<file path="config.mk">
export PLATFORM = sky130hd
export DESIGN_NAME = div_top
export DESIGN_NICKNAME = d
export VERILOG_FILES = /design/src/div_pkg.sv /design/src/div_regs_pkg.sv /design/src/div_op_if.sv /design/src/div_datapath.sv /design/src/div_controller.sv /design/src/div_apb_regs.sv /design/src/div_top.sv
export SDC_FILE = /design/constraint.sdc
export NUM_CORES = 1
export LEC_CHECK = 0
export BUFFER_PORTS_ARGS = -buffer_cell sky130_fd_sc_hd__buf_2
export CELL_PAD_IN_SITES_DETAIL_PLACEMENT = 0
export CELL_PAD_IN_SITES_GLOBAL_PLACEMENT = 1
export CORE_UTILIZATION = 40
export CTS_CLUSTER_SIZE = 8
export DETAILED_ROUTE_END_ITERATION = 12
export HOLD_SLACK_MARGIN = 0.1
export PLACE_DENSITY = 0.79
export SKIP_CTS_REPAIR_TIMING = 1
export SYNTH_ARGS = -nofsm -noshare
export SYNTH_HDL_FRONTEND = slang
export SYNTH_SLANG_ARGS = --single-unit
export TNS_END_PERCENT = 10
</file>
<file path="constraint.sdc">
create_clock -name clk -period 9.2 [get_ports clk]
set_clock_uncertainty 0.05 [all_clocks]
set_input_delay 2.76 -clock clk [delete_from_list [all_inputs] [get_ports clk]]
set_output_delay 2.76 -clock clk [all_outputs]
set_load 0.005 [all_outputs]
</file>
<file path="src/div_pkg.sv">
package div_pkg;

    // operand width of the divider
    localparam int WIDTH = 16;

    // step counter must reach WIDTH
    localparam int COUNT_W = 5;

    // controller state encoding
    localparam int STATE_W = 2;
    localparam logic [STATE_W-1:0] ST_IDLE   = 2'd0;
    localparam logic [STATE_W-1:0] ST_LOAD   = 2'd1;
    localparam logic [STATE_W-1:0] ST_RUN    = 2'd2;
    localparam logic [STATE_W-1:0] ST_FINISH = 2'd3;

    // remainder:quotient shift register, shifted whole, read by field
    typedef union packed {
        logic [2*WIDTH:0] word;
        struct packed {
            // partial remainder, top bit is the sign
            logic [WIDTH:0]   a;
            logic [WIDTH-1:0] q;
        } f;
    } div_aq_u;

endpackage

</file>
<file path="src/div_regs_pkg.sv">
package div_regs_pkg;

    // apb bus widths
    localparam int ADDR_W = 8;
    localparam int DATA_W = 32;

    // register offsets
    localparam logic [ADDR_W-1:0] ADDR_DIVIDEND  = 8'h00;
    localparam logic [ADDR_W-1:0] ADDR_DIVISOR   = 8'h04;
    localparam logic [ADDR_W-1:0] ADDR_CTRL      = 8'h08;
    localparam logic [ADDR_W-1:0] ADDR_STATUS    = 8'h0C;
    localparam logic [ADDR_W-1:0] ADDR_QUOTIENT  = 8'h10;
    localparam logic [ADDR_W-1:0] ADDR_REMAINDER = 8'h14;

    // ctrl register bits
    localparam int CTRL_START_BIT = 0;

    // status register bits
    localparam int STATUS_BUSY_BIT = 0;
    localparam int STATUS_DONE_BIT = 1;

endpackage

</file>
<file path="src/div_op_if.sv">
interface div_op_if;

    // operands held by the register block
    logic [div_pkg::WIDTH-1:0] dividend;
    logic [div_pkg::WIDTH-1:0] divisor;

    // handshake
    logic start;
    logic busy;
    logic done;

    // results from the datapath
    logic [div_pkg::WIDTH-1:0] quotient;
    logic [div_pkg::WIDTH-1:0] remainder;

    modport host (
        output dividend,
        output divisor,
        output start,
        input  busy,
        input  done,
        input  quotient,
        input  remainder
    );

    modport ctrl (
        input  start,
        output busy,
        output done
    );

    modport dp (
        input  dividend,
        input  divisor,
        output quotient,
        output remainder
    );

endinterface

</file>
<file path="src/div_datapath.sv">
module div_datapath (
    input  logic    clk,
    input  logic    n_rst,

    // from the controller
    input  logic    load,
    input  logic    step,

    // to the controller
    output logic    last,

    div_op_if.dp    op
);

    div_pkg::div_aq_u aq_reg;
    div_pkg::div_aq_u aq_shift;
    div_pkg::div_aq_u aq_next;

    logic [div_pkg::WIDTH-1:0]   divisor_reg;
    logic [div_pkg::WIDTH:0]     trial;
    logic [div_pkg::COUNT_W-1:0] count;

    // divisor is captured once per operation
    always_ff @(posedge clk or negedge n_rst) begin
        if (!n_rst) begin
            divisor_reg <= '0;
        end else if (load) begin
            divisor_reg <= op.divisor;
        end
    end

    // shift left, then trial subtract on the remainder field
    always_comb begin
        aq_shift.word = aq_reg.word << 1;
        trial         = aq_shift.f.a - {1'b0, divisor_reg};
    end

    // restore when the trial went negative
    always_comb begin
        aq_next = aq_shift;
        if (!trial[div_pkg::WIDTH]) begin
            aq_next.f.a    = trial;
            aq_next.f.q[0] = 1'b1;
        end
    end

    // remainder:quotient register
    always_ff @(posedge clk or negedge n_rst) begin
        if (!n_rst) begin
            aq_reg.word <= '0;
        end else if (load) begin
            aq_reg.f.a <= '0;
            aq_reg.f.q <= op.dividend;
        end else if (step) begin
            aq_reg <= aq_next;
        end
    end

    // step counter
    always_ff @(posedge clk or negedge n_rst) begin
        if (!n_rst) begin
            count <= '0;
        end else if (load) begin
            count <= '0;
        end else if (step) begin
            count <= count + div_pkg::COUNT_W'(1);
        end
    end

    assign last = (count == div_pkg::COUNT_W'(div_pkg::WIDTH));

    // results stay put until the next load
    assign op.quotient  = aq_reg.f.q;
    assign op.remainder = aq_reg.f.a[div_pkg::WIDTH-1:0];

endmodule

</file>
<file path="src/div_controller.sv">
module div_controller (
    input  logic    clk,
    input  logic    n_rst,

    // from the datapath
    input  logic    last,

    // to the datapath
    output logic    load,
    output logic    step,

    div_op_if.ctrl  op
);

    logic [div_pkg::STATE_W-1:0] state;
    logic [div_pkg::STATE_W-1:0] state_next;

    always_ff @(posedge clk or negedge n_rst) begin
        if (!n_rst) begin
            state <= div_pkg::ST_IDLE;
        end else begin
            state <= state_next;
        end
    end

    // next state
    always_comb begin
        state_next = state;
        case (state)
            div_pkg::ST_IDLE: begin
                // start is only seen here, so a start while busy is dropped
                if (op.start) begin
                    state_next = div_pkg::ST_LOAD;
                end
            end
            div_pkg::ST_LOAD: begin
                state_next = div_pkg::ST_RUN;
            end
            div_pkg::ST_RUN: begin
                if (last) begin
                    state_next = div_pkg::ST_FINISH;
                end
            end
            div_pkg::ST_FINISH: begin
                state_next = div_pkg::ST_IDLE;
            end
            default: begin
                state_next = div_pkg::ST_IDLE;
            end
        endcase
    end

    // outputs decoded from the state
    assign load = (state == div_pkg::ST_LOAD);

    // no step once the counter has reached the width
    assign step = (state == div_pkg::ST_RUN) && !last;

    assign op.busy = load || (state == div_pkg::ST_RUN);
    assign op.done = (state == div_pkg::ST_FINISH);

endmodule

</file>
<file path="src/div_apb_regs.sv">
module div_apb_regs (
    input  logic                              clk,
    input  logic                              n_rst,

    // apb slave
    input  logic                              psel,
    input  logic                              penable,
    input  logic                              pwrite,
    input  logic [div_regs_pkg::ADDR_W-1:0]   paddr,
    input  logic [div_regs_pkg::DATA_W-1:0]   pwdata,
    output logic [div_regs_pkg::DATA_W-1:0]   prdata,
    output logic                              pready,
    output logic                              pslverr,

    div_op_if.host                            op
);

    logic                        access;
    logic                        wr_en;
    logic                        addr_hit;
    logic                        addr_ro;
    logic                        start_reg;
    logic                        done_bit;
    logic [div_pkg::WIDTH-1:0]   dividend_reg;
    logic [div_pkg::WIDTH-1:0]   divisor_reg;

    // every access completes in its access phase
    assign pready = 1'b1;
    assign access = psel && penable;

    // address decode
    always_comb begin
        addr_hit = 1'b0;
        addr_ro  = 1'b0;
        case (paddr)
            div_regs_pkg::ADDR_DIVIDEND,
            div_regs_pkg::ADDR_DIVISOR,
            div_regs_pkg::ADDR_CTRL: begin
                addr_hit = 1'b1;
            end
            div_regs_pkg::ADDR_STATUS,
            div_regs_pkg::ADDR_QUOTIENT,
            div_regs_pkg::ADDR_REMAINDER: begin
                addr_hit = 1'b1;
                addr_ro  = 1'b1;
            end
            default: begin
                addr_hit = 1'b0;
            end
        endcase
    end

    assign pslverr = access && (!addr_hit || (pwrite && addr_ro));
    assign wr_en   = access && pwrite && addr_hit && !addr_ro;

    // operand registers
    always_ff @(posedge clk or negedge n_rst) begin
        if (!n_rst) begin
            dividend_reg <= '0;
            divisor_reg  <= '0;
        end else if (wr_en) begin
            if (paddr == div_regs_pkg::ADDR_DIVIDEND) begin
                dividend_reg <= pwdata[div_pkg::WIDTH-1:0];
            end
            if (paddr == div_regs_pkg::ADDR_DIVISOR) begin
                divisor_reg <= pwdata[div_pkg::WIDTH-1:0];
            end
        end
    end

    // start pulse in the cycle after the ctrl write
    always_ff @(posedge clk or negedge n_rst) begin
        if (!n_rst) begin
            start_reg <= 1'b0;
        end else begin
            start_reg <= wr_en && (paddr == div_regs_pkg::ADDR_CTRL)
                         && pwdata[div_regs_pkg::CTRL_START_BIT];
        end
    end

    // sticky done, cleared by a start the engine accepts
    always_ff @(posedge clk or negedge n_rst) begin
        if (!n_rst) begin
            done_bit <= 1'b0;
        end else if (op.done) begin
            done_bit <= 1'b1;
        end else if (start_reg && !op.busy) begin
            done_bit <= 1'b0;
        end
    end

    assign op.dividend = dividend_reg;
    assign op.divisor  = divisor_reg;
    assign op.start    = start_reg;

    // read mux, ctrl and unmapped offsets read zero
    always_comb begin
        prdata = '0;
        case (paddr)
            div_regs_pkg::ADDR_DIVIDEND: begin
                prdata[div_pkg::WIDTH-1:0] = dividend_reg;
            end
            div_regs_pkg::ADDR_DIVISOR: begin
                prdata[div_pkg::WIDTH-1:0] = divisor_reg;
            end
            div_regs_pkg::ADDR_STATUS: begin
                prdata[div_regs_pkg::STATUS_BUSY_BIT] = op.busy;
                prdata[div_regs_pkg::STATUS_DONE_BIT] = done_bit;
            end
            div_regs_pkg::ADDR_QUOTIENT: begin
                prdata[div_pkg::WIDTH-1:0] = op.quotient;
            end
            div_regs_pkg::ADDR_REMAINDER: begin
                prdata[div_pkg::WIDTH-1:0] = op.remainder;
            end
            default: begin
                prdata = '0;
            end
        endcase
    end

endmodule

</file>
<file path="src/div_top.sv">
module div_top (
    input  logic                              clk,
    input  logic                              n_rst,

    // apb slave
    input  logic                              psel,
    input  logic                              penable,
    input  logic                              pwrite,
    input  logic [div_regs_pkg::ADDR_W-1:0]   paddr,
    input  logic [div_regs_pkg::DATA_W-1:0]   pwdata,
    output logic [div_regs_pkg::DATA_W-1:0]   prdata,
    output logic                              pready,
    output logic                              pslverr
);

    // controller to datapath
    logic load;
    logic step;
    logic last;

    // register block to engine
    div_op_if op ();

    div_apb_regs u_regs (
        .clk     (clk),
        .n_rst   (n_rst),
        .psel    (psel),
        .penable (penable),
        .pwrite  (pwrite),
        .paddr   (paddr),
        .pwdata  (pwdata),
        .prdata  (prdata),
        .pready  (pready),
        .pslverr (pslverr),
        .op      (op.host)
    );

    div_controller u_ctrl (
        .clk   (clk),
        .n_rst (n_rst),
        .last  (last),
        .load  (load),
        .step  (step),
        .op    (op.ctrl)
    );

    div_datapath u_dp (
        .clk   (clk),
        .n_rst (n_rst),
        .load  (load),
        .step  (step),
        .last  (last),
        .op    (op.dp)
    );

endmodule

</file>
==> impl_metrics.toml <==
[global_routing]
grt_usage_pct = 18.72
grt_overflow = 0
grt_pass1_wl_mm = 19.36
grt_max_degree = 88
grt_pass1_vias = 3841
antenna_found_initial = 0

[routing]
wirelength_mm = 11.55
drc = 0
drtIter0Drc = 157
detail_route.vias_per_cell = 5.235
first_pass_iters = 5
drtAntennaViolNets = 0
vias = 3926
wl_per_cell_um = 15.40

[placement]
gp_congestion = 0.8065
place.detailed.hpwl_mm = 7.869
place_area_um2 = 5489
io_buffers = 45
dp_cells = 734

[finish]
num_antenna_cells = 0
fin_nets = 641
drive_gt1_share_pct = 18.51
finalInstanceArea_um2 = 5779
nFillCells = 1218
syn2layout_area_growth_pct = 12.03
final_cell_count_no_fill = 750
largest_reg_flops = 32
final_common_cell = "dfrtp_1"
final_cell_mix = "89 x dfrtp_1, 87 x nand2_1, 44 x buf_2"

[floorplan]
start_util_pct = 40.88
core_um2 = 12620
dieWidth_um = 115.6
io_pins = 79
die_area_um2 = 13360
die_h_um = 115.6
num_rows = 41

[min_path]
min_path_type = "flop to flop"
hold_start = "u_regs.op.dividend[5]$_DFFE_PN0P_"
min_to = "u_dp.aq_reg[5]$_DFFE_PN0P_"
min_path_cells = 2

[cts]
cts.sinks = 89
cts_max_level = 3
worstSkewPairLatency_ps = 340
cts_tree = "done"
clk_pin_slew_ps = 60
cts_buffer_depth = 2
cts_root_buffer = "clkbuf_16"
numCtsBuffers = 9

[worst_setup_path]
arrival_ps = 4650
end_kind = "output port"
r2r-end = "u_dp.aq_reg[25]$_DFFE_PN0P_"
crit_path_max_fanout = 14
critPathKind = "primary input to output port"
r2r_cells = 11
worstSetupStartpointType = "primary input"
rrSetupSlack_ps = 5500
crit_required_ps = 6390
r2r-start = "u_dp.aq_reg[15]$_DFFE_PN0P_"

[sta]
hold_viol = 0
slew_headroom_pct = 25.29
rsz0062_at_grt = "no"
fin_crit_sh_pct = 81.06
tns_ps = 0
slew_violations = 0
hold_ws_ps = 457.7
fin_crit_ps = 7457
fmax_ghz = 0.1341
tightest_slew_ps = 1121
setup_violations = 0

[synthesis]
synth-edff-count = 0
syn_inst = 534
synth_cell_types = 51
syn_avg_cell_area_um2 = 9.660
dominantRegCellSynth = "dfrtp_1"
yosysSeqAreaShare_pct = 43.17
syn_area_um2 = 5159
ys_seq_elements = 89
synth-async-reset-ratio_pct = 100.0
ys_warn_count = 0

[outcome]
status = "finished clean"

[run]
maxCapViolCount = 0

[power_and_ir_drop]
cellLeakagePower_nw = 2.696
power.total_mw = 1.629
powerDensity_nw_per_um2 = 281.9
peakVddDrop_uv = 115.4
==> cells in the mapped netlist, types with 8 or more instances <==
cell       n  area (µm²)
a21oi_1   20       100.1
a22oi_1   31       232.7
a311oi_1  11       96.34
buf_4     17       127.6
clkbuf_1  19       71.32
dfrtp_1   89        2227
ha_1      22       275.3
inv_1     24       90.09
mux2_2    24       270.3
mux2_4    10       150.1
mux2i_1   18       180.2
nand2_1   87       326.6
nor2_1    30       112.6
o21ai_0   43       215.2
xor2_1     8       70.07
==> how the worst max path moves through the flow <==
stage | startpoint | to | slack, ps
final | paddr[6] | prdata[14] | 1740
after global routing | paddr[6] | prdata[14] | 1590
after CTS | paddr[6] | prdata[14] | 1730
after detailed placement | paddr[6] | prdata[14] | 1730
after global placement | paddr[6] | prdata[14] | 1740
after floorplan | paddr[6] | prdata[10] | 1850
==> metrics by stage <==
stage / worst slack [ps] / utilization (%)
after floorplan: 1848 / -
after global placement: 1741 / 43.50
after detailed placement: 1733 / 43.50
after CTS: 1727 / 45.80
after global routing: 1593 / 45.80
final: 1743 / 45.80
==> report_power, final <==
part           switching [mW]  leakage [nW]  internal, mW
clock network           0.150         0.133         0.211
registers              0.0609          1.21         0.451
logic                   0.456          1.35         0.300
total                   0.666          2.70         0.963
==> final cells by class <==
| class | instances | area, µm² | share of cell area, % |
|---|---|---|---|
| inverter | 24 | 90.09 | 1.559 |
| sequential | 89 | 2227 | 38.54 |
| timing repair buffer | 54 | 295.3 | 5.109 |
| tap | 172 | 215.2 | 3.724 |
| multi-input combinational | 395 | 2661 | 46.05 |
| clock buffer | 12 | 236.5 | 4.092 |
| clock inverter | 4 | 53.80 | 0.9309 |
==> critical path, cell delays in order <==
cell and delay, ps:
buf_2 90, or4_1 530, or3_1 420, nor3_1 200
buf_4 270, a22oi_1 90, nand2_1 140, buf_2 130
==> kinds of logic (layout without fill, tap and decap cells) <==
family	Yosys count	count (layout)	share of synthesized area, %
AOI/OAI and AO/OA	134	134	17.27
xor gates and xnor gates	16	16	2.862
adders and majority gates	23	23	5.724
buffers and inverters	65	94	6.500
DFF	89	89	43.17
muxes	52	52	11.64
other	2	17	0.1456
and+or+nand+nor	153	153	12.68
==> per-layer routing <==
layer  global-route usage, %  routed length (µm)
met2                   31.30                5740
met5                       0                   0
met1                   24.00                5241
met4                   6.494                 165
met3                   4.027                 404
No activity file was read; power rests on OpenSTA's default activity.
